**src/verilog/lrelu_settings.svh**
```systemverilog
`ifndef LRELU_SETTINGS_SVH
`define LRELU_SETTINGS_SVH

// lanes and word widths
`define LRELU_UNITS    8
`define LRELU_IN_W     32  // accumulator word
`define LRELU_OUT_W    8   // requantised word
`define LRELU_MID_W    40  // scaled value between the two compute stages

// config stream and coefficients
`define COEF_W         16
`define COEF_FRAC      12  // a is Q3.12

// leaky relu slope, 26/256 ~ 0.1
`define LRELU_ALPHA    26
`define ALPHA_FRAC     8

// table entries per mode
`define DEPTH_1X1      6
`define DEPTH_3X3      2

// enabled cycles from s_beat to m_beat
`define LRELU_LATENCY  4

`endif

```
**src/verilog/lrelu_pkg.sv**
```systemverilog
`include "lrelu_settings.svh"

package lrelu_pkg;

  typedef logic signed [`LRELU_IN_W-1:0]  in_word_t;
  typedef logic signed [`LRELU_MID_W-1:0] mid_word_t;
  typedef logic signed [`LRELU_OUT_W-1:0] out_word_t;

  typedef logic [2:0] tbl_addr_t;  // covers both table depths

  // which coefficient the next config word belongs to
  typedef enum logic [1:0] {SEL_D, SEL_A, SEL_B} load_sel_e;

  typedef struct packed {
    logic is_lrelu;
    logic is_max;   // carried through for the max-pool stage
  } beat_user_t;

  typedef struct packed {
    logic                           valid;
    beat_user_t                     user;
    in_word_t [`LRELU_UNITS-1:0]    data;
  } in_beat_t;

  typedef struct packed {
    logic                           valid;
    beat_user_t                     user;
    mid_word_t [`LRELU_UNITS-1:0]   data;
  } mid_beat_t;

  typedef struct packed {
    logic                           valid;
    logic                           is_max;
    out_word_t [`LRELU_UNITS-1:0]   data;
  } out_beat_t;

  typedef struct packed {
    logic              valid;
    logic              is_1x1;
    logic [`COEF_W-1:0] data;
  } cfg_beat_t;

endpackage

```
**src/verilog/coef_loader.sv**
```systemverilog
`timescale 1ns/100ps
`include "lrelu_settings.svh"

module coef_loader (
  input  logic                       clk,
  input  logic                       clken,
  input  logic                       reset,
  input  lrelu_pkg::cfg_beat_t       cfg,
  output logic                       a_we,
  output logic                       b_we,
  output logic                       restart,
  output lrelu_pkg::tbl_addr_t       w_addr,
  output lrelu_pkg::tbl_addr_t       rd_last,
  output logic [`COEF_W-1:0]         w_data,
  output logic signed [`COEF_W-1:0]  d_val
);

  lrelu_pkg::load_sel_e  sel, sel_next;
  lrelu_pkg::tbl_addr_t  addr, addr_next;
  logic                  is_1x1;  // 0 selects 3x3
  logic                  accept;

  assign accept = clken && cfg.valid;

  // last index also bounds the write count
  assign rd_last = is_1x1 ? lrelu_pkg::tbl_addr_t'(`DEPTH_1X1 - 1)
                          : lrelu_pkg::tbl_addr_t'(`DEPTH_3X3 - 1);

  always_comb begin
    sel_next  = sel;
    addr_next = addr;
    unique case (sel)
      lrelu_pkg::SEL_D: begin
        sel_next  = lrelu_pkg::SEL_A;
        addr_next = '0;
      end
      lrelu_pkg::SEL_A: begin
        if (addr == rd_last) begin
          sel_next  = lrelu_pkg::SEL_B;
          addr_next = '0;
        end else begin
          addr_next = addr + 1'b1;
        end
      end
      lrelu_pkg::SEL_B: begin
        if (addr == rd_last) begin
          sel_next  = lrelu_pkg::SEL_D;  // table set complete
          addr_next = '0;
        end else begin
          addr_next = addr + 1'b1;
        end
      end
      default: begin
        sel_next  = lrelu_pkg::SEL_D;
        addr_next = '0;
      end
    endcase
  end

  always_ff @(posedge clk) begin
    if (reset) begin
      sel    <= lrelu_pkg::SEL_D;
      addr   <= '0;
      is_1x1 <= 1'b0;
      d_val  <= '0;
    end else if (accept) begin
      sel  <= sel_next;
      addr <= addr_next;
      if (sel == lrelu_pkg::SEL_D) begin
        d_val  <= $signed(cfg.data);
        is_1x1 <= cfg.is_1x1;  // mode for the tables that follow
      end
    end
  end

  assign a_we    = accept && (sel == lrelu_pkg::SEL_A);
  assign b_we    = accept && (sel == lrelu_pkg::SEL_B);
  assign restart = accept && (sel == lrelu_pkg::SEL_D);
  assign w_addr  = addr;
  assign w_data  = cfg.data;

endmodule

```
**config.mk**
```make
export PLATFORM = sky130hd
export DESIGN_NAME = coef_loader
export DESIGN_NICKNAME = d
export VERILOG_FILES = /design/src/verilog/lrelu_pkg.sv /design/src/verilog/coef_loader.sv
export VERILOG_INCLUDE_DIRS = /design/src /design/src/verilog
export SDC_FILE = /design/constraint.sdc
export NUM_CORES = 1
export LEC_CHECK = 0
export BUFFER_PORTS_ARGS = -buffer_cell sky130_fd_sc_hd__clkbuf_2
export CAP_MARGIN = 10
export CORE_ASPECT_RATIO = 0.75
export CORE_UTILIZATION = 35
export DETAILED_ROUTE_END_ITERATION = 16
export HOLD_SLACK_MARGIN = 0.02
export PLACE_DENSITY = 0.65
export SYNTH_ARGS = -nofsm -noshare
export SYNTH_HDL_FRONTEND = slang
export SYNTH_SLANG_ARGS = --single-unit
```
**constraint.sdc**
```tcl
create_clock -name clk -period 1.42 [get_ports clk]
set_input_delay 0.284 -clock clk [delete_from_list [all_inputs] [get_ports clk]]
set_output_delay 0.284 -clock clk [all_outputs]
set_load 0.02 [all_outputs]
```
# --- Yosys cells after proc, flatten, opt, wreduce, memory -nomap -nowiden ---
# Cells that the tools add are included.
classes:
  add_sub_neg: 1
  mul: 0
  n_div: 0
  order_cmp: 0
  n_eq_ne: 5
  shift: 0
  muxes: 6
  bitwise_logic: 0
  n_reduce_logical: 8
op_table:
  columns: ["operator", "count"]
  rows:
  - ["3-bit 2-to-1 mux", 3]
  - ["2-bit one-hot mux with 3 select lines", 1]
  - ["1-bit logical AND", 4]
  - ["2-bit 2-to-1 mux", 2]
  - ["2-bit inequality test (second input constant)", 2]
  - ["3-bit by 1-bit adder with 3-bit output (second input constant)", 1]
  - ["3-bit equality test", 1]
  - ["3-bit AND reduction", 1]
  - ["2-bit by 1-bit equality test with 1-bit output (second input constant)", 1]
  - ["2-bit equality test (second input constant)", 1]
  - ["2-bit zero test", 1]
  - ["2-bit AND reduction", 1]
  - ["2-bit OR reduction", 1]
word_totals:
  ff_bits: 22
  latchBits: 0
  ram_bits: 0
  mem_bits_ro: 0
  input_bits: 21
  output_inout_bits: 41
  word_cells: 24
  memories: 0

# --- Longest topological paths before layout ---
depth:
  depth_word: 4
  depth_mapped: 7
  depth_no_buf: 6

# --- Worst setup path before layout ---
# No wires, ideal clock.
synth_timing:
  path_type: "reg-to-output"
  startpoint: "register sel[0]"
  endpoint: "output restart"
  arrival_ns: 0.940
  required_time_ns: 1.136
  path_slack_ns: 0.196
  path_stages_with_launch: 6
  path_buffers: 1
  cell_sequence: "dfxtp_1 inv_1 ha_1 nand3_4 inv_6 buf_12"
synth_via:
  elab_chain_cells: 2
synth_lines:
  columns: ["element", "line", "text"]
  rows:
  - ["start: declaration", "coef_loader.sv:18", "lrelu_pkg::load_sel_e sel, sel_next;"]
  - ["start signal: assignment", "coef_loader.sv:62", "sel <= lrelu_pkg::SEL_D;"]
  - ["start signal: assignment", "coef_loader.sv:67", "sel <= sel_next;"]
  - ["2-bit zero test", "coef_loader.sv:78", "assign restart = accept && (sel == lrelu_pkg::SEL_D);"]
  - ["1-bit logical AND", "coef_loader.sv:78", null]
  - ["end: declaration", "coef_loader.sv:11", "output logic restart,"]
# Every way passes these cells.

# --- Worst setup path in the final report ---
layout_timing:
  startpoint: "register sel[1]"
  endpoint: "output a_we"
layout_via:
  elab_chain_cells: 2
layout_lines:
  columns: ["element", "line", "text"]
  rows:
  - ["2-bit by 1-bit equality test with 1-bit output", "coef_loader.sv:76", "assign a_we = accept && (sel == lrelu_pkg::SEL_A);"]
  - ["1-bit logical AND", "coef_loader.sv:76", null]
  - ["end: declaration", "coef_loader.sv:9", "output logic a_we,"]
# Every way passes these cells.

==> impl_metrics.toml <==
[clock_tree]
cts-htree-levels = 1
clk-insertion-delay-late_ns = 0.26
clock_sink_count = 22
max-clock-path-buffers = 2
cts_clk_pin_slew_worst_paths_ns = 0.07
cts_root_buffer = "sky130_fd_sc_hd__clkbuf_8"
tritoncts.num_buffers = 3
cts_tree = "yes"

[synth]
synthMuxAreaShare_pct = 1.74
synth.cell_area_um2 = 1150
library_cell_with_the_largest_summed_area_after_synthesis = "sky130_fd_sc_hd__dfxtp_1"
post_synth_xor_area_fraction_pct = 0.763
synth_compound_gate_area_share_pct = 15.2
postSynth.asyncResetShare_pct = 0
dominant_combinational_cell_family_by_area_after_synthesis = "simple AND/OR/NAND/NOR gates"
synth_top_area_share_pct = 38.4
synthesis.yosys.warnings = 0
netlist_top_cells_area = "sky130_fd_sc_hd__dfxtp_1 (38%), sky130_fd_sc_hd__buf_4 (14%), sky130_fd_sc_hd__nand2_1 (10%)"
synthesis.nets = 159
ys_dominant_reg_cell = "sky130_fd_sc_hd__dfxtp_1"
synth-edff-count = 0
synth_cell_type_count = 29
seq_area_frac_synth_pct = 38.4
synthesis.area_per_instance_um2 = 8.56
cells_after_synth = 134
post_synth_fa_ha_maj_area_fraction_pct = 4.36
yosys.area_share.simple_pct = 20.3
ys_ff_latch = 22

[final_layout]
drive_above_1_share_pct = 51.7
area_growth_syn_to_layout_pct = 29.2
antenna_cells = 0
postLayoutCellArea_um2 = 1480
post_layout_nonfiller_instances = 216
final_nets = 205

[global_route]
antenna_violations_before_repair = 0
globalRouteOverflowTotal = 0
global_route.usage.total_pct = 15.2
global_route_wire_length_before_repair_um = 3920
grt_start_max_net_pins = 19
first_global_vias = 886

[floorplanning]
boundaryPins = 62
die-width_um = 68.1
core_area_um2 = 3020
placementRows = 17
height_of_the_die_um = 51.6
initial_utilization_pct = 38.0
die_area_um2 = 3510

[timing]
max_freq_mhz = 706
rsz0062_at_grt = "true"
layout_worst_path_cycle_share_pct = 99.7
timing_hold_violations_final = 0
setup_viol_count_final = 0
post-route-min-period_ns = 1.42
slew_viol_final = 0
skew_ns = 0.00455

[power_and_ir_drop]
fin_total_pwr_mw = 1.35
vdd_drop_max_uv = 514
power.density_nw_per_um2 = 913
power_leakage_nw = 0.677

[detailed_routing]
post_drt_wl_per_cell_um = 11.9
route.antenna.remaining_nets = 0
detail_route.drc_violations = 0
post_drt_via_cell_ratio = 4.69
first_pass_iters = 4
drt_first_iter_violations = 37
wirelength_um = 2580
vias = 1014

[setup_path]
crit_path_max_fo = 4
worstSetupPathType = "reg -> out"
worst-endpoint-arrival_ns = 1.13
cp-start-kind = "register"
critical_path_required_ns = 1.14
end_kind = "primary output"

[placed_design]
portBuffers = 59
place.detailed.hpwl_um = 1830
place.detailed.instances = 210
gp_routability_congestion = 0.805
dpl_cell_area_um2 = 1330

[flow_run]
number_of_maximum_capacitance_constraint_violations = 0

[min_path]
hold_path.class = "in -> reg"

[run_status]
outcome = "finished clean"
==> final cells by class <==
type	count	area, um2
clock buffer	3	41.3
fill	294	1540
inverter	4	27.5
multi-input combinational	83	541
sequential	22	448
tap	38	47.5
timing repair buffer	66	378
==> synth_stat cells (2+ instances only) <==
cell and instances:
sky130_fd_sc_hd__a21oi_1 10, sky130_fd_sc_hd__a21oi_2 9, sky130_fd_sc_hd__and3_1 3, sky130_fd_sc_hd__buf_4 22, sky130_fd_sc_hd__conb_1 2, sky130_fd_sc_hd__dfxtp_1 22
sky130_fd_sc_hd__ha_1 4, sky130_fd_sc_hd__inv_1 3, sky130_fd_sc_hd__mux2i_1 2, sky130_fd_sc_hd__nand2_1 32, sky130_fd_sc_hd__nand2_2 3, sky130_fd_sc_hd__nand2b_1 2
sky130_fd_sc_hd__nand4b_1 2, sky130_fd_sc_hd__o21ai_0 3
==> metal layers <==
metal / GRT usage [%] / routed length [um] / up-vias
met1: 17.4 / 1170 / 457
met5: 0 / 0 / -
met2: 26.5 / 1180 / 49
met4: 3.13 / 23 / 0
met3: 5.70 / 207 / 4
li1: - / - / 504
==> final timing paths <==
kind         slack [ns]  cells past startpoint              startpoint                      to
min                0.25                      3                  cfg[3]   d_val[3]$_SDFFE_PP0P_
max               0.004                      4     sel[1]$_SDFFE_PP0P_                    a_we
max reg2reg        0.17                      5     sel[0]$_SDFFE_PP0P_     sel[0]$_SDFFE_PP0P_
min reg2reg        0.46                      2  d_val[11]$_SDFFE_PP0P_  d_val[11]$_SDFFE_PP0P_
==> worst max-delay path, stage by stage, from the launching register on <==
cell	delay, ns
sky130_fd_sc_hd__dfxtp_4	0.37
sky130_fd_sc_hd__inv_6	0.08
sky130_fd_sc_hd__ha_4	0.15
sky130_fd_sc_hd__and3_4	0.18
sky130_fd_sc_hd__buf_8	0.10
==> metrics by stage <==
stage | TNS (ns) | setup slack [ns] | hold slack (ns) | utilization (%)
global placement | 0 | 0.170 | 0.442 | 43.9
global route | -0.0907 | -0.0413 | 0.246 | 49.1
CTS | -0.0571 | -0.0253 | 0.247 | 47.4
finish | 0 | 0.00373 | 0.249 | 49.1
floorplan | 0 | 0.196 | 0.411 | -
detailed placement | 0 | 0.0878 | 0.450 | 43.9
==> logic make-up after synthesis <==
logic type,count (synthesis)
buffers and inverters,29
flip-flops,22
other,2
XOR/XNOR,1
AND/OR/NAND/NOR,48
multiplexers,2
AO/OA/AOI/OAI,26
adder cells (fa/ha/maj),4
==> repair_timing <==
action	4_1_cts	5_1_grt
hold buffers	0	0
pin swaps	0	3
setup endpoints to repair	3	13
endpoints found under the hold margin	0	0
setup buffers	3	1
gates resized for setup	14	13
==> cells in the final DEF (no fill, tap or decap), types with 2 or more instances in the layout <==
cell / n
sky130_fd_sc_hd__a21oi_1: 10
sky130_fd_sc_hd__a21oi_2: 9
sky130_fd_sc_hd__and3_4: 2
sky130_fd_sc_hd__buf_4: 7
sky130_fd_sc_hd__buf_8: 3
sky130_fd_sc_hd__clkbuf_2: 56
sky130_fd_sc_hd__clkbuf_8: 3
sky130_fd_sc_hd__conb_1: 2
sky130_fd_sc_hd__dfxtp_1: 20
sky130_fd_sc_hd__dfxtp_4: 2
sky130_fd_sc_hd__ha_4: 3
sky130_fd_sc_hd__mux2i_1: 2
sky130_fd_sc_hd__nand2_1: 32
sky130_fd_sc_hd__nand2_2: 3
sky130_fd_sc_hd__nand2b_1: 2
sky130_fd_sc_hd__nand4b_1: 2
sky130_fd_sc_hd__o21ai_0: 3
==> state kept, by name (all words and copies together), names as in the netlist <==
register / cells
d_val: 16
w_addr: 3
sel: 2
is_1x1: 1
==> power by group <==
group / internal, mW / switching, mW
logic: 0.122 / 0.194
registers: 0.644 / 0.0198
clock network: 0.189 / 0.185
(Power assumes the default switching activity.)
