### src/verilog/lrelu_settings.svh
`ifndef LRELU_SETTINGS_SVH
`define LRELU_SETTINGS_SVH

// lanes and word widths
`define LRELU_UNITS    8
`define LRELU_IN_W     32  // accumulator word
`define LRELU_OUT_W    8   // requantised word
`define LRELU_MID_W    40  // scaled value between the two compute stages

// config stream and coefficients
`define COEF_W         16
`define COEF_FRAC      12  // a is Q3.12

// leaky relu slope, 26/256 ~ 0.1
`define LRELU_ALPHA    26
`define ALPHA_FRAC     8

// table entries per mode
`define DEPTH_1X1      6
`define DEPTH_3X3      2

// enabled cycles from s_beat to m_beat
`define LRELU_LATENCY  4

`endif

### src/verilog/lrelu_pkg.sv
`include "lrelu_settings.svh"

package lrelu_pkg;

  typedef logic signed [`LRELU_IN_W-1:0]  in_word_t;
  typedef logic signed [`LRELU_MID_W-1:0] mid_word_t;
  typedef logic signed [`LRELU_OUT_W-1:0] out_word_t;

  typedef logic [2:0] tbl_addr_t;  // covers both table depths

  // which coefficient the next config word belongs to
  typedef enum logic [1:0] {SEL_D, SEL_A, SEL_B} load_sel_e;

  typedef struct packed {
    logic is_lrelu;
    logic is_max;   // carried through for the max-pool stage
  } beat_user_t;

  typedef struct packed {
    logic                           valid;
    beat_user_t                     user;
    in_word_t [`LRELU_UNITS-1:0]    data;
  } in_beat_t;

  typedef struct packed {
    logic                           valid;
    beat_user_t                     user;
    mid_word_t [`LRELU_UNITS-1:0]   data;
  } mid_beat_t;

  typedef struct packed {
    logic                           valid;
    logic                           is_max;
    out_word_t [`LRELU_UNITS-1:0]   data;
  } out_beat_t;

  typedef struct packed {
    logic              valid;
    logic              is_1x1;
    logic [`COEF_W-1:0] data;
  } cfg_beat_t;

endpackage

### src/verilog/lrelu_stage.sv
`timescale 1ns/100ps
`include "lrelu_settings.svh"

module lrelu_stage (
  input  logic                       clk,
  input  logic                       clken,
  input  logic                       reset,
  input  lrelu_pkg::mid_beat_t       mid,
  input  logic signed [`COEF_W-1:0]  d_val,
  output lrelu_pkg::out_beat_t       m_beat
);

  localparam int UNITS   = `LRELU_UNITS;
  localparam int MID_W   = `LRELU_MID_W;
  localparam int OUT_MAX = 2 ** (`LRELU_OUT_W - 1) - 1;
  localparam int OUT_MIN = -(2 ** (`LRELU_OUT_W - 1));

  logic                                  slope_valid;
  logic                                  slope_max;
  lrelu_pkg::mid_word_t [UNITS-1:0]      slope_data;
  lrelu_pkg::mid_word_t [UNITS-1:0]      q;

  logic                                  out_valid;
  logic                                  out_max;
  lrelu_pkg::out_word_t [UNITS-1:0]      out_data;
  lrelu_pkg::out_word_t [UNITS-1:0]      sat;

  function automatic lrelu_pkg::out_word_t saturate(input logic signed [MID_W:0] v);
    if (v > OUT_MAX) return lrelu_pkg::out_word_t'(OUT_MAX);
    if (v < OUT_MIN) return lrelu_pkg::out_word_t'(OUT_MIN);
    return v[`LRELU_OUT_W-1:0];
  endfunction

  for (genvar i = 0; i < UNITS; i++) begin : g_lane
    logic signed [MID_W+5:0] prod;  // p * 26
    logic signed [MID_W:0]   sum;

    assign prod = $signed(mid.data[i]) * `LRELU_ALPHA;
    // slope only for negative lanes of an lrelu beat
    assign q[i] = (mid.user.is_lrelu && mid.data[i][MID_W-1])
                ? MID_W'(prod >>> `ALPHA_FRAC) : mid.data[i];

    assign sum    = $signed(slope_data[i]) + d_val;  // r = q + d
    assign sat[i] = saturate(sum);
  end

  always_ff @(posedge clk) begin
    if (reset) begin
      slope_valid <= 1'b0;
      out_valid   <= 1'b0;
    end else if (clken) begin
      slope_valid <= mid.valid;
      out_valid   <= slope_valid;
    end
  end

  always_ff @(posedge clk) begin
    if (clken) begin
      slope_max  <= mid.user.is_max;
      slope_data <= q;
      out_max    <= slope_max;
      out_data   <= sat;
    end
  end

  assign m_beat = '{valid: out_valid, is_max: out_max, data: out_data};

endmodule

### config.mk
export PLATFORM = sky130hd
export DESIGN_NAME = lrelu_stage
export DESIGN_NICKNAME = d
export VERILOG_FILES = /design/src/verilog/lrelu_pkg.sv /design/src/verilog/lrelu_stage.sv
export VERILOG_INCLUDE_DIRS = /design/src /design/src/verilog
export SDC_FILE = /design/constraint.sdc
export NUM_CORES = 2
export LEC_CHECK = 0
export BUFFER_PORTS_ARGS = -buffer_cell sky130_fd_sc_hd__buf_4
export CAP_MARGIN = 20
export CORE_AREA = 2 2 456 277
export DETAILED_ROUTE_END_ITERATION = 8
export DIE_AREA = 0 0 458 279
export MAX_ROUTING_LAYER = met4
export PLACE_DENSITY = 0.75
export SYNTH_ARGS = -nofsm -noshare
export SYNTH_HDL_FRONTEND = slang
export SYNTH_SLANG_ARGS = --single-unit
export TNS_END_PERCENT = 100
### constraint.sdc
create_clock -name clk -period 5.92 [get_ports clk]
set_clock_uncertainty 0.05 [all_clocks]
set_input_delay 0.888 -clock clk [delete_from_list [all_inputs] [get_ports clk]]
set_output_delay 0.888 -clock clk [all_outputs]
set_load 0.02 [all_outputs]
# After elaboration in Yosys (flattened, before gate mapping)
# Cells that the tools add are included.
[op_classes]
n_addsub = 8
multipliers = 8
n_lt_le_gt_ge = 16
mux = 64
n_reduce_logical = 8
[op_table]
columns = ["operator", "n"]
rows = [
  ["multiplier 40 x 5 -> 45 bit, second input constant", 8],
  ["adder 40 x 16 -> 41 bit", 8],
  ["> comparator 41 x 8 -> 1 bit, second input constant", 8],
  ["less-than comparator 41 x 8 -> 1 bit, second input constant", 8],
  ["two-way mux 40 bit", 8],
  ["two-way mux 8 bit", 32],
  ["two-way mux 1 bit", 24],
  ["logical AND 1 bit", 8],
]
[word_totals]
register_bits = 388
input_bits = 342
output_inout_bits = 66
wordCells = 124

# Logic depth before layout (Yosys ltp)
[depth]
depth_word = 6
mapped_depth = 18
mapped_depth_nobuf = 18

# Worst setup path before layout
# Ideal clock, no wire load.
[synth_path]
kind = "input to register"
start = "in mid[286] (netlist name)"
end = "reg slope_data[314] (netlist name) (data pin)"
setup_time_ps = 274
arrival_time_ps = 5152
t_required_ps = 5596
slack_ps = 444
path_stages = 18
n_path_buf = 0
cell_sequence = "ha_1 -> ha_1 -> inv_1 -> fa_1 -> inv_1 -> ha_1 -> and3_1 -> a221oi_1 -> o211ai_1 -> o31ai_1 -> o31ai_1 -> a32oi_1 -> o311ai_1 -> a31oi_1 -> o21ai_1 -> a21o_1 -> a2111oi_0 -> a211oi_1"
[synth_rtl]
columns = ["element", "line_no", "rtl"]
rows = [
  ["start, declared", "lrelu_stage.sv:8", "input lrelu_pkg::mid_beat_t mid,"],
  ["end signal, assigned", "lrelu_stage.sv:60", "slope_data <= q;"],
  ["end, declared", "lrelu_stage.sv:20", "lrelu_pkg::mid_word_t [UNITS-1:0] slope_data;"],
]

==> results.md <==
- The count of flip-flops with a built-in enable after synthesis is 386.
- The worst path needs 5.32 ns of the cycle, external delays included.
- The tightest hold margin is 0.351 ns.
- The setup TNS is 0 ns.
- The count of port buffers added during placement is 407.
- The worst hold path belongs to the class in -> reg.
- The via count normalized by instance count is 5.80.
- Post-CTS repair changed the size of 0 cells.
- For this block, the routed nets add up to 188 mm of wire.
- The root buffer cell is clkbuf_16.
- The mean instance size in the synthesized netlist is 8.30 um^2.
- Relative to the synthesized area, the layout overhead comes to 10.0%.
- The number of flip-flops and latches in the synthesized netlist is 388.
- The full die area is 128000 um^2.
- The number of remaining DRC errors is 0.
- The sink count of the clock tree is 388.
- The total of max-cap violations is 0.
- The x dimension of the die is 458 um.
- In the post-synthesis netlist, the biggest area contributors are ha_1 (23%), edfxtp_1 (17%), fa_1 (9.3%).
- At the later pin of the worst-skew pair, clock insertion delay measures 0.64 ns.
- The via total after detailed routing is 59.0k.
- The die span in y is 279 um.
- Entering global routing, the biggest net connects 120 pins.
- The remaining antenna violation count after routing is 0.
- The TritonCTS buffer count is 48.
- The share of flip-flops with an asynchronous set or reset is 0%.
- TritonCTS built the clock tree.
- OpenSTA, run right after detailed placement, puts the worst setup slack at 0.0274 ns.
- STA classifies the critical path startpoint as a primary input.
- The count of synthesis-stage warnings from yosys is 0.
- The final global-route overflow total is 0.
- The number of different library cells used by synthesis comes to 106.
- The transition time at the pin with the least slew margin is 0.930 ns.
- Data on the critical path is required at its endpoint by 6.23 ns.
- After the first detailed-routing iteration, the DRC count stood at 4540.
- The most used flip-flop cell after synthesis is edfxtp_1.
- The relative contribution of combinational cells to total power is 64.3%.
- The worst setup slack after layout is 0.600 ns.
- The largest area contributor in the synthesized netlist is ha_1.
- Across the VDD grid, the largest voltage drop is 0.000205 V.
- Setup violations remaining at the end of the flow were counted as 0.
- The number of antenna violations at the first check in global routing is 22.
- The flow ran to the end, and the final reports show no timing, DRC or antenna violations.
- The post-route clock period utilization is 89.9%.
- The data arrival time of the critical path is 5.63 ns.
- The fill cell instance count of the final layout is 10.9k.
- After floorplanning, the core was divided into 100 placement rows.
- The total power density per cell area is 260 nW/um^2.
- The floorplan core area is 123000 um^2.
- The leakage power of the design is 0.0380 uW.
- The via count of the first global-routing pass is 56.2k.
- The deepest level of the CTS H-tree is 2.
- The endpoint type of the worst setup path is a flip-flop.
- The share of the synthesized area in the top cell type is 23.4%.
- The clock-pin slew of the registers on the worst-case setup and hold paths is 0.07 ns.
- Global routing used 29.7% of the available tracks across all layers.
- The total internal power is 10500 uW.
- Setup slack on the worst reg-to-reg path comes out at 1.00 ns.
- Of all nets on the critical path, the largest fanout is 4.
- Before antenna repair, the detailed router went through 8 iterations.
- The critical path class is in -> reg.
- Buffers inserted to repair hold after CTS numbered 0.
- The total count of hold-check failures in the final report is 0.
- The proportion of power drawn by the clock network is 16.3%.
- The relative slew slack is 37.8%.
- The first global-routing pass estimated 300 mm of wire.
- The proportion of synthesized chip area in sequential cells is 17.2%.
- The final layout net count is 10.4k.
- Setup repair after global routing left no endpoint under its margin.
- The combined area of all synthesized cells is 67500 um^2.
- The final RePlAce weighted congestion is 0.955.
- Net switching is 45.5% of the power.
- The count of pins on the block boundary is 408.
- The starting density of the core is 54.7%.
- The final routed wire length divided by cell count is 18.5 um.
- Based on the critical path, the design can be clocked at up to 0.188 GHz.
- The cell count after synthesis is 8129.
- The buffer levels on the longest clock path is 3.
- The sequential group share of total power is 19.4%.
- For this design the total switching power over the nets is 8780 uW.
- Once detailed placement completed, the half-perimeter wirelength came to 153 mm.
- After clock tree synthesis, the setup repair step added 0 buffers.
- The proportion of layout cells with a drive suffix above 1 is 7.64%.
- The post-synth net total is 10.0k.
- The count of final max-slew check failures is 0.
==> layer usage <==
| metal | part of all wire (%) | GRT usage [%] | up-vias |
|---|---|---|---|
| li1 | - | - | 29141 |
| met1 | 48 | 42.9 | 27632 |
| met2 | 41 | 42.4 | 1994 |
| met3 | 7.4 | 4.58 | 245 |
| met4 | 3.3 | 9.33 | 0 |
| met5 | 0 | - | - |
==> power groups by stage <==
stage	sequential [uW]	clock (uW)	combinational, uW
final	3740	3140	12400
after global routing	3770	3310	13900
after CTS	3750	3220	12200
after detailed placement	3800	0	12100
after global placement	3800	0	11800
after floorplan	3790	0	8960
==> through the flow <==
| stage | area [um^2] | std cells | total power (uW) | util (%) |
|---|---|---|---|---|
| after global placement | 72500 | 10073 | 15600 | 58.8 |
| after global routing | 74200 | 10180 | 20900 | 60.1 |
| final | 74200 | 10180 | 19300 | 60.1 |
| after floorplan | 67500 | 8129 | 12700 | - |
| after CTS | 74100 | 10159 | 19200 | 60.1 |
| after detailed placement | 72500 | 10073 | 15900 | 58.8 |
==> cells in the final DEF, fill, tap and decap left out, types with 40 or more instances in the layout <==
| cell | n |
|---|---|
| inv_1 | 1598 |
| o31ai_1 | 60 |
| nor2b_1 | 81 |
| o21ai_0 | 501 |
| nand3_1 | 132 |
| nand2_1 | 603 |
| nor2_1 | 310 |
| buf_4 | 469 |
| ha_1 | 1259 |
| a21o_1 | 337 |
| and3_1 | 71 |
| nor4_1 | 40 |
| or3_1 | 49 |
| clkbuf_16 | 49 |
| a31oi_1 | 81 |
| nand4_1 | 92 |
| a211oi_1 | 64 |
| nor3_1 | 122 |
| edfxtp_1 | 386 |
| xnor2_1 | 287 |
| a21oi_1 | 504 |
| fa_1 | 315 |
| o211ai_1 | 67 |
| o21a_1 | 65 |
| o21bai_1 | 58 |
| nand2b_1 | 58 |
| xor2_1 | 209 |
==> synth_stat cells (15+ instances only) <==
library cell / count
a2111oi_0: 30
a211o_1: 28
a211oi_1: 64
a21boi_0: 23
a21o_1: 337
a21oi_1: 504
a31o_2: 22
a31oi_1: 81
a41o_1: 16
and2_1: 39
and3_1: 71
and4_1: 32
clkbuf_1: 148
edfxtp_1: 386
fa_1: 315
ha_1: 1259
inv_1: 1598
nand2_1: 611
nand2b_1: 58
nand3_1: 132
nand4_1: 92
nor2_1: 310
nor2b_1: 81
nor3_1: 122
nor3b_1: 27
nor4_1: 40
nor4b_1: 18
o2111ai_1: 26
o211ai_1: 67
o21a_1: 65
o21ai_0: 501
o21ai_1: 20
o21bai_1: 58
o221ai_1: 22
o31a_1: 15
o31ai_1: 60
or2_2: 31
or3_1: 49
or4_1: 27
xnor2_1: 287
xor2_1: 209
==> worst max-delay path, stage by stage <==
cell	delay, ns
buf_4	0.13
ha_1	0.29
ha_1	0.29
inv_1	0.05
fa_1	0.49
inv_1	0.04
ha_1	0.35
and4_1	0.28
o2111ai_1	0.16
a31oi_1	0.34
o41ai_1	0.19
a21oi_1	0.20
o21ai_0	0.13
a211oi_1	0.55
o2111ai_1	0.30
a21oi_1	0.35
o31ai_1	0.14
or2_2	0.30
a21boi_0	0.13
==> final cells by class <==
class,count,area (um^2),share of cell area (%)
antenna,19,47.5,0.0641
multi-input combinational,5978,49200,66.3
clock inverter,29,334,0.450
inverter,1600,6010,8.09
sequential,388,11600,15.7
tap,1632,2040,2.75
timing repair buffer,477,3670,4.95
clock buffer,57,1270,1.71
==> registers in the layout, summed over array words and instances, names as in the netlist <==
signal	count
out_valid	1
out_max	1
slope_valid	1
m_beat	64
slope_max	1
slope_data	320
==> worst paths after layout <==
path	cells past startpoint	end	startpoint
max	19	slope_data[118]$_DFFE_PP_	mid[90]
max reg2reg	14	m_beat[50]$_SDFFCE_PN1P_	slope_data[240]$_DFFE_PP_
min reg2reg	0	out_max$_DFFE_PP_	slope_max$_DFFE_PP_
min	2	out_valid$_SDFFE_PP0P_	reset
==> cell families (layout without fill, tap and decap cells) <==
kind of cell / after synthesis / after routing / synth area share [%]
buffers and inverters: 1763 / 2163 / 9.84
adder cells (fa/ha/maj): 1574 / 1574 / 32.7
flip-flops: 388 / 388 / 17.2
other: 0 / 19 / 0
AND/OR/NAND/NOR: 1790 / 1790 / 13.2
XOR/XNOR: 496 / 496 / 6.44
multiplexers: 20 / 20 / 0.308
AO/OA/AOI/OAI: 2098 / 2098 / 20.2
Note: power is estimated with default switching activity, not from simulation.
