## config.mk

```make
export PLATFORM = sky130hd
export DESIGN_NAME = cyclic_table
export DESIGN_NICKNAME = d
export VERILOG_FILES = /design/src/verilog/lrelu_pkg.sv /design/src/verilog/cyclic_table.sv
export VERILOG_INCLUDE_DIRS = /design/src /design/src/verilog
export SDC_FILE = /design/constraint.sdc
export NUM_CORES = 1
export LEC_CHECK = 0
export ABC_CLOCK_PERIOD_IN_PS = 3400
export BUFFER_PORTS_ARGS = -buffer_cell sky130_fd_sc_hd__buf_4
export CELL_PAD_IN_SITES_DETAIL_PLACEMENT = 0
export CELL_PAD_IN_SITES_GLOBAL_PLACEMENT = 1
export CORE_MARGIN = 4
export CORE_UTILIZATION = 57
export CTS_BUF_LIST = sky130_fd_sc_hd__clkbuf_8
export CTS_CLUSTER_SIZE = 16
export DETAILED_ROUTE_END_ITERATION = 10
export PLACE_DENSITY_LB_ADDON = 0.08
export SYNTH_ARGS = -nofsm -noshare
export SYNTH_HDL_FRONTEND = slang
export SYNTH_SLANG_ARGS = --single-unit
export TNS_END_PERCENT = 10
```

## constraint.sdc

```tcl
create_clock -name clk -period 3.4 [get_ports clk]
set_input_delay 0.34 -clock clk [delete_from_list [all_inputs] [get_ports clk]]
set_output_delay 0.34 -clock clk [all_outputs]
set_load 0.02 [all_outputs]
```

## src/verilog/lrelu_settings.svh

```systemverilog
`ifndef LRELU_SETTINGS_SVH
`define LRELU_SETTINGS_SVH

// lanes and word widths
`define LRELU_UNITS    8
`define LRELU_IN_W     32  // accumulator word
`define LRELU_OUT_W    8   // requantised word
`define LRELU_MID_W    40  // scaled value between the two compute stages

// config stream and coefficients
`define COEF_W         16
`define COEF_FRAC      12  // a is Q3.12

// leaky relu slope, 26/256 ~ 0.1
`define LRELU_ALPHA    26
`define ALPHA_FRAC     8

// table entries per mode
`define DEPTH_1X1      6
`define DEPTH_3X3      2

// enabled cycles from s_beat to m_beat
`define LRELU_LATENCY  4

`endif

```

## src/verilog/lrelu_pkg.sv

```systemverilog
`include "lrelu_settings.svh"

package lrelu_pkg;

  typedef logic signed [`LRELU_IN_W-1:0]  in_word_t;
  typedef logic signed [`LRELU_MID_W-1:0] mid_word_t;
  typedef logic signed [`LRELU_OUT_W-1:0] out_word_t;

  typedef logic [2:0] tbl_addr_t;  // covers both table depths

  // which coefficient the next config word belongs to
  typedef enum logic [1:0] {SEL_D, SEL_A, SEL_B} load_sel_e;

  typedef struct packed {
    logic is_lrelu;
    logic is_max;   // carried through for the max-pool stage
  } beat_user_t;

  typedef struct packed {
    logic                           valid;
    beat_user_t                     user;
    in_word_t [`LRELU_UNITS-1:0]    data;
  } in_beat_t;

  typedef struct packed {
    logic                           valid;
    beat_user_t                     user;
    mid_word_t [`LRELU_UNITS-1:0]   data;
  } mid_beat_t;

  typedef struct packed {
    logic                           valid;
    logic                           is_max;
    out_word_t [`LRELU_UNITS-1:0]   data;
  } out_beat_t;

  typedef struct packed {
    logic              valid;
    logic              is_1x1;
    logic [`COEF_W-1:0] data;
  } cfg_beat_t;

endpackage

```

## src/verilog/cyclic_table.sv

```systemverilog
`timescale 1ns/100ps
`include "lrelu_settings.svh"

module cyclic_table #(
  parameter int DEPTH = `DEPTH_1X1
) (
  input  logic                       clk,
  input  logic                       clken,
  input  logic                       reset,
  input  logic                       we,
  input  logic                       rd_en,
  input  logic                       restart,
  input  lrelu_pkg::tbl_addr_t       w_addr,
  input  lrelu_pkg::tbl_addr_t       rd_last,
  input  logic [`COEF_W-1:0]         w_data,
  output logic signed [`COEF_W-1:0]  rd_data
);

  logic signed [`COEF_W-1:0] mem [DEPTH];
  lrelu_pkg::tbl_addr_t      ptr;  // next entry to read

  // write side, loader keeps w_addr below DEPTH
  always_ff @(posedge clk) begin
    if (clken && we) begin
      mem[w_addr] <= w_data;
    end
  end

  // read pointer walks 0..rd_last and wraps
  always_ff @(posedge clk) begin
    if (reset) begin
      ptr <= '0;
    end else if (clken) begin
      if (restart) begin
        ptr <= '0;  // new d word, start over
      end else if (rd_en) begin
        ptr <= (ptr == rd_last) ? '0 : ptr + 1'b1;
      end
    end
  end

  always_ff @(posedge clk) begin
    if (clken && rd_en) begin
      rd_data <= mem[ptr];
    end
  end

endmodule

```

=== Word level (Yosys, flattened, before mapping) ===
Memory sizes are Yosys's and may differ from the RTL's. A register that Yosys moved wholly into a read port is not among the register bits.
Index checks and enable logic that the tools add are counted.

* Logic and storage cells: 13
* Output and inout bits: 16
* Input port bits: 28
* Memory bits (writable): 96
* Memories kept: 1
* Register bits: 3

* Reductions and logical operators: 4
* Eq/ne operators: 1
* Add/subtract/negate cells: 1
* Muxes and demuxes: 5

{| class="wikitable"
|+ Memories
! memory !! depth !! bits a word !! read ports !! clocked after memory_dff !! write ports !! line !! text
|-
| mem || 6 || 16 || 1 || 1 || 1 || cyclic_table.sv:19 || <nowiki>logic signed [`COEF_W-1:0] mem [DEPTH];</nowiki>
|}

{| class="wikitable"
|+ Operators with widths
! cell !! number
|-
| $mux 3 || 3
|-
| $add 3x1->3 const B || 1
|-
| $eq 3x3->1 || 1
|-
| $logic_and 1x1->1 || 2
|-
| $mux 1 || 2
|-
| $reduce_and 2->1 || 1
|-
| $reduce_bool 2->1 || 1
|}

=== Longest topological paths before layout ===
Gate-level depths: netlist (run 1).

* Depth after elaboration: 4
* Mapped depth: 5
* Mapped depth without buffers: 4

=== Worst setup path before layout (run 1) ===
No wires, ideal clock.

* Kind: input to register
* From: input port w_addr[0]
* To: memory mem[0][0] in the netlist's numbering, enable pin
* Arrival time: 1.662 ns
* Setup time: 0.409 ns
* Buffers on the path: 0
* Slack: 1.329 ns
* Data required time: 2.991 ns
* Stages: 2
* Cell sequence: nand3b_1 -> nor3_1

{| class="wikitable"
|+ RTL lines
! item !! line !! text
|-
| start: declaration || cyclic_table.sv:13 || <nowiki>input lrelu_pkg::tbl_addr_t w_addr,</nowiki>
|-
| end: declaration || cyclic_table.sv:19 ||
|}

Straight into the memory's write port.

==> results of run 1 <==
[metrics by stage]
stage / area, um^2 / utilization [%]
after floorplan: 4383 / -
after global placement: 4838 / 65.65
after detailed placement: 4838 / 65.65
after CTS: 5245 / 71.17
after global routing: 5245 / 71.17
final: 5245 / 71.17
[worst reg2reg max path, stage by stage, from the launching register on]
cell     delay [ps]
dfxtp_2         670
buf_4           350
mux4_2          520
nor2_1           90
a21oi_1          60
[power by group]
part           leakage [nW]  switching (W)  total [W]  internal [W]
registers              1.04      0.0000114    0.00160       0.00159
clock network         0.208       0.000501    0.00128      0.000777
logic                 0.533      0.0000640   0.000121     0.0000567
[synth_stat cells]
cell	instances	area (um^2)
edfxtp_1	112	3363
nor2_1	20	75.07
a21oi_1	18	90.09
mux2i_1	16	160.2
mux4_2	11	247.7
mux4_1	5	131.4
buf_2	4	20.02
dfxtp_1	3	60.06
nand2b_1	3	18.77
nor3_1	3	15.01
o31ai_1	3	22.52
xor2_1	3	26.28
buf_6	2	22.52
clkbuf_1	2	7.510
nand2_1	2	7.510
nand3b_1	2	15.01
and2_1	1	6.260
and4b_1	1	10.01
buf_12	1	20.02
buf_4	1	7.510
ha_1	1	12.51
nand3_1	1	5.000
nor4b_1	1	8.760
nor4bb_1	1	10.01
o211ai_1	1	7.510
o21ai_1	1	5.000
or4_1	1	7.510
[placed cells by master (no fill, tap or decap), types with 2 or more instances in the layout]
cell / count
a21oi_1: 18
buf_4: 53
bufinv_16: 4
clkbuf_8: 17
clkinv_1: 4
clkinv_2: 3
clkinvlp_4: 2
dfxtp_1: 2
edfxtp_1: 112
inv_1: 2
mux2i_1: 16
mux4_1: 5
mux4_2: 11
nand2_1: 2
nand2b_1: 3
nand3b_1: 2
nor2_1: 20
nor3_2: 2
o31ai_1: 3
xor2_1: 3
[routing by layer]
metal	wire [um]	vias up
met5	0	-
li1	-	1017
met2	3742	60
met4	126	0
met1	3116	1075
met3	436	13
[final cells by class]
class | count | area [um^2]
Sequential cell | 115 | 3425
Fill cell | 490 | 2125
Multi-Input combinational cell | 95 | 892.1
Timing Repair Buffer | 53 | 397.9
Clock buffer | 17 | 234.0
Clock inverter | 15 | 172.7
Tap cell | 99 | 123.9
[worst paths after layout]
check	to	slack (ps)	cells past startpoint
worst min-delay path	ptr[0]	110	2
worst max register to register	rd_data[4]	1430	4
worst max-delay path	rd_data[4]	1430	4
worst min register to register	ptr[1]	570	2
[registers in the layout, indices dropped and copies added (netlist names)]
register / cells
ptr: 3
mem: 96
rd_data: 16
[logic make-up (layout without fill, tap and decap cells)]
family | Yosys count | count (layout) | share of synthesized area (%)
XOR/XNOR | 3 | 3 | 0.5996
AO/OA/AOI/OAI | 23 | 23 | 2.855
multiplexers | 32 | 32 | 12.30
flip-flops | 115 | 115 | 78.10
adder cells (fa/ha/maj) | 1 | 1 | 0.2854
buffers and inverters | 10 | 85 | 1.770
AND/OR/NAND/NOR | 36 | 36 | 4.082
==> metrics.md, run 1 <==
| Metric | Value |
|---|---|
| CTS tree | `yes` |
| Gr ovfl total | `0` |
| N_diodes | `0` |
| M3 GR Usage | `6.568%` |
| Initial Util | `between 50% and 60%` |
| Overall Power | `about 0.003 W` |
| All-Layer GR Usage | `between 10% and 20%` |
| Vias post-DR | `~2200` |
| #FFs+latches synth | `115` |
| Final-report hold violation count | `0` |
| Antenna violations before repair | `0` |
| Worst setup SP type | `flip-flop` |
| First-pass GRT wire length | `11700 um` |
| Synthesized area per cell | `19.92 um^2` |
| Drt initial violations | `between 150 and 200` |
| Synthesized cell area | `0.004383 mm^2` |
| Post-cts sizing count | `0` |
| Layout cell share with drive strength beyond 1 | `31.53%` |
| Max Buffers Root-to-Sink | `2` |
| Final clock skew | `around 5.6 ps` |
| Placed cells | `about 360` |
| Critical path type | `reg -> reg` |
| CP Launch Point | `ptr[0]` |
| Post-Syn Nets | `~250` |
| Largest net degree at the start of global routing | `21` |
| Slowest-stage cell, CP | `dfxtp_2` |
| Vias per std cell | `roughly 5.5` |
| CP endpoint kind | `flip-flop` |
| Final GP Congestion | `approximately 0.75` |
| Final std cells w/o fill | `about 400` |
| Routed Antenna Nets | `0` |
| Chip Height | `between 90 and 100 um` |
| Unique masters post-synth | `27` |
| Max-cap violation count | `0` |
| Crit path largest cell delay | `between 600 and 700 ps` |
| HPWL Detailed | `between 4000 and 5000 um` |
| Worst VDD drop | `between 0.0004 and 0.0005 V` |
| Vias in the first global route | `around 2200` |
| Yosys Warn Count | `0` |
| Met1 usage | `between 20% and 30%` |
| Nets@finish | `311` |
| Max Slew Vio Count | `0` |
| Period utilization | `58.01%` |
| Setup WS post-layout | `between 1000 and 1500 ps` |
| CP Cell Sequence | `buf_4, mux4_2, nor2_1, a21oi_1` |
| Hold Crit Class | `in -> reg` |
| Met2 Use GR | `between 20% and 30%` |
| Worst-Skew Late Latency | `420 ps` |
| CP top delay family | `flip-flops` |
| TritonCTS Buffers | `17` |
| Tmin final | `1972 ps` |
| H-tree depth | `4` |
| Avg WL per Cell | `18.84 um` |
| Cts hold-fix bufs | `0` |
| Die ar. | `slightly above 0.009 mm^2` |
| Drt drc | `0` |
| RSZ-0062 raised after global routing | `no` |
| Post-detailed-routing wire length | `around 7400 um` |
| Worst Path Max Fanout | `17` |
| CTS sink count | `between 100 and 150` |
| Total negative slack | `0 ps` |
| Max Freq | `507.0 MHz` |
| Worst Path Arrival | `about 2100 ps` |
| Cell count after synthesis | `between 200 and 250` |
| Num rows | `31` |
| Die X-Extent | `roughly 96 um` |
| Seq/Total Area, Yosys | `roughly four fifths` |
| PD cells | `between 500 and 600 mW/mm^2` |
| Leak | `between 1.5 and 2 nW` |
| TritonRoute pass-1 iters | `4` |
| Worst Max-Slew Pin Slew | `approximately 900 ps` |
| Crit path buf inv count | `1` |
| WP data required | `approximately 3500 ps` |
| Area grow syn2layout | `19.67%` |
| Ports | `44` |
| Worst-path clk slew | `about 60 ps` |
| Outcome | `completed` |
| Core area | `about 0.0074 mm^2` |
| GRT Max-Usage Layer | `met2` |
| Slew margin rel. | `approximately two fifths` |
| # setup viols final | `0` |
| Clk root buf | `clkbuf_8` |
| Post-CTS Setup Inserts | `0` |
| Hold path startpoint | `reset` |
| Worst slack at placement | `between 1000 and 1500 ps` |
| Port Buffers | `43` |
| Fin Hold WS | `~110 ps` |
| Reg-to-reg startpoint | `ptr[0]` |
(Power assumes the default switching activity.)
==> inputs of run 2 (changes only) <==
--- a/config.mk
+++ b/config.mk
@@ -6,12 +6,12 @@
 export SDC_FILE = /design/constraint.sdc
 export NUM_CORES = 1
 export LEC_CHECK = 0
-export ABC_CLOCK_PERIOD_IN_PS = 3400
+export ABC_CLOCK_PERIOD_IN_PS = 2000
 export BUFFER_PORTS_ARGS = -buffer_cell sky130_fd_sc_hd__buf_4
 export CELL_PAD_IN_SITES_DETAIL_PLACEMENT = 0
 export CELL_PAD_IN_SITES_GLOBAL_PLACEMENT = 1
 export CORE_MARGIN = 4
-export CORE_UTILIZATION = 57
+export CORE_UTILIZATION = 53
 export CTS_BUF_LIST = sky130_fd_sc_hd__clkbuf_8
 export CTS_CLUSTER_SIZE = 16
 export DETAILED_ROUTE_END_ITERATION = 10
==> constraint.sdc (replaced) <==
create_clock -name clk -period 2 [get_ports clk]
set_input_delay 0.2 -clock clk [delete_from_list [all_inputs] [get_ports clk]]
set_output_delay 0.2 -clock clk [all_outputs]
set_load 0.02 [all_outputs]
==> metrics.md, run 2 (synthesis results as in run 1) <==
| Metric | Value |
|---|---|
| Post-detailed-routing wire length | `7726 um (+4.1%)` |
| Max Freq | `649.4 MHz (+28%)` |
| Max Slew Vio Count | `0 (unchanged)` |
| Most frequent cells in the layout | `edfxtp_1 (112), buf_4 (52), nor2_1 (20), clkbuf_8 (20), a21oi_1 (18)` |
| CP endpoint kind | `flip-flop` |
| # setup viols final | `0 (unchanged)` |
| Worst Path Arrival | `1690 ps (-420 ps)` |
| Top flop regs | `mem (96), rd_data (16), ptr (3)` |
| WP data required | `2150 ps (-1380 ps)` |
| Post-cts sizing count | `0 (unchanged)` |
| Drt drc | `0 (unchanged)` |
| Ports | `44 (unchanged)` |
| Largest net degree at the start of global routing | `29 (+38%)` |
| CTS tree | `yes` |
| Worst Max-Slew Pin Slew | `400.9 ps (-494.8 ps)` |
| N_diodes | `0 (unchanged)` |
| Num rows | `32 (+3.2%)` |
| Gr ovfl total | `0 (unchanged)` |
| Drt initial violations | `158 (-9.2%)` |
| Worst-path clk slew | `70 ps (about the same)` |
| Vias per std cell | `5.320 (-3.2%)` |
| Hold Crit Class | `in -> reg` |
| PD cells | `936.5 mW/mm^2 (+64%)` |
| Final GP Congestion | `0.7237 (-3.2%)` |
| Area grow syn2layout | `25.06%` |
| Post-CTS Setup Inserts | `0 (unchanged)` |
| Worst Path Max Fanout | `17 (unchanged)` |
| Max Buffers Root-to-Sink | `2 (unchanged)` |
| Setup WS post-layout | `460.1 ps (-967.7 ps)` |
| Critical path type | `reg -> reg` |
| Most common cell after layout, fill and taps aside | `edfxtp_1` |
| Core area | `0.007888 mm^2 (+7.0%)` |
| TritonRoute pass-1 iters | `4 (unchanged)` |
| Worst setup SP type | `flip-flop` |
| Outcome | `completed` |
| Routed Antenna Nets | `0 (unchanged)` |
| Biggest register | `mem` |
| Max-cap violation count | `0 (unchanged)` |
| Worst-Skew Late Latency | `410 ps (about the same)` |
| H-tree depth | `4 (unchanged)` |
| Worst slack at placement | `469.5 ps (-935.9 ps)` |
| TritonCTS Buffers | `17 (unchanged)` |
| Port Buffers | `43 (unchanged)` |
| Max reg flops | `96 (unchanged)` |
| RSZ-0062 raised after global routing | `no` |
| Final clock skew | `13.85 ps (+8.242 ps)` |
| CTS sink count | `115 (unchanged)` |
| Chip Height | `98.94 um (+3.4%)` |
| Period utilization | `77.00% (+19 points)` |
| Initial Util | `55.57% (-3.9 points)` |
| Die X-Extent | `98.94 um (+3.4%)` |
| Vias in the first global route | `2245 (+4.1%)` |
| Vias post-DR | `2213 (+2.2%)` |
| Final-report hold violation count | `0 (unchanged)` |
| HPWL Detailed | `4330 um (-2.1%)` |
| All-Layer GR Usage | `17.33% (-1.3 points)` |
| Avg WL per Cell | `18.57 um (-1.4%)` |
| Total negative slack | `0 ps (unchanged)` |
| Antenna violations before repair | `0 (unchanged)` |
| Slew margin rel. | `73.23% (+33 points)` |
| Clk root buf | `clkbuf_8` |
| Leak | `1.887 nW (+5.9%)` |
| Layout cell share with drive strength beyond 1 | `31.21% (-0.32 points)` |
| First-pass GRT wire length | `12360 um (+5.6%)` |
| Nets@finish | `330 (+6.1%)` |
| Die ar. | `0.009789 mm^2 (+6.9%)` |
| Tmin final | `1540 ps (-432.3 ps)` |
| Worst VDD drop | `0.0006403 V (+39%)` |
## run 2: power by group
part / switching (W) / internal [W]
clock: 0.000860 / 0.00132
combinational: 0.000121 / 0.000124
sequential: 0.0000133 / 0.00270
## run 2: cell type report
| type | count | area (um^2) |
|---|---|---|
| flip-flops and latches | 115 | 3425 |
| well taps | 102 | 127.6 |
| multi-input cells | 95 | 892.1 |
| clock inverters | 12 | 141.4 |
| repair buffers | 72 | 620.6 |
| clock buffers | 20 | 275.3 |
| fillers | 515 | 2406 |
## run 2: final timing paths
kind                            startpoint         end  slack (ps)  cells past startpoint
worst min register to register      ptr[1]      ptr[1]         520                      2
worst max-delay path                ptr[0]  rd_data[0]         460                      4
worst max register to register      ptr[0]  rd_data[0]         460                      4
worst min-delay path               restart      ptr[2]         130                      3
## run 2: repair_timing
item,4_1_cts,5_1_grt
hold buffers,16,1
hold endpoints to repair,88,5
setup endpoints to repair,0,0
## run 2: routing by layer
| metal | vias to the layer above | global-route usage (%) | part of all wire, % | wire (um) |
|---|---|---|---|---|
| li1 | 1056 | - | - | - |
| met1 | 1077 | 23.79 | 42 | 3272 |
| met2 | 72 | 26.03 | 49 | 3788 |
| met3 | 8 | 5.591 | 7.6 | 588 |
| met4 | 0 | 6.618 | 0.98 | 76 |
| met5 | - | 0 | 0 | 0 |
## run 2: metrics by stage
step | hold slack, ps | utilization [%] | instances | total power [W] | area [um^2]
floorplan | 269.1 | - | 220 | 0.002869 | 4383
global placement | 401.5 | 62.06 | 367 | 0.002980 | 4895
detailed placement | 400.0 | 62.06 | 367 | 0.002985 | 4895
CTS | 5.572 | 69.37 | 415 | 0.005181 | 5472
global route | 85.95 | 69.50 | 416 | 0.005345 | 5482
finish | 127.8 | 69.50 | 416 | 0.005133 | 5482
## run 2: critical path: stages (launching register included)
cell	delay, ps
dfxtp_2	370
buf_12	180
mux4_1	580
nor2_1	100
a21oi_1	50
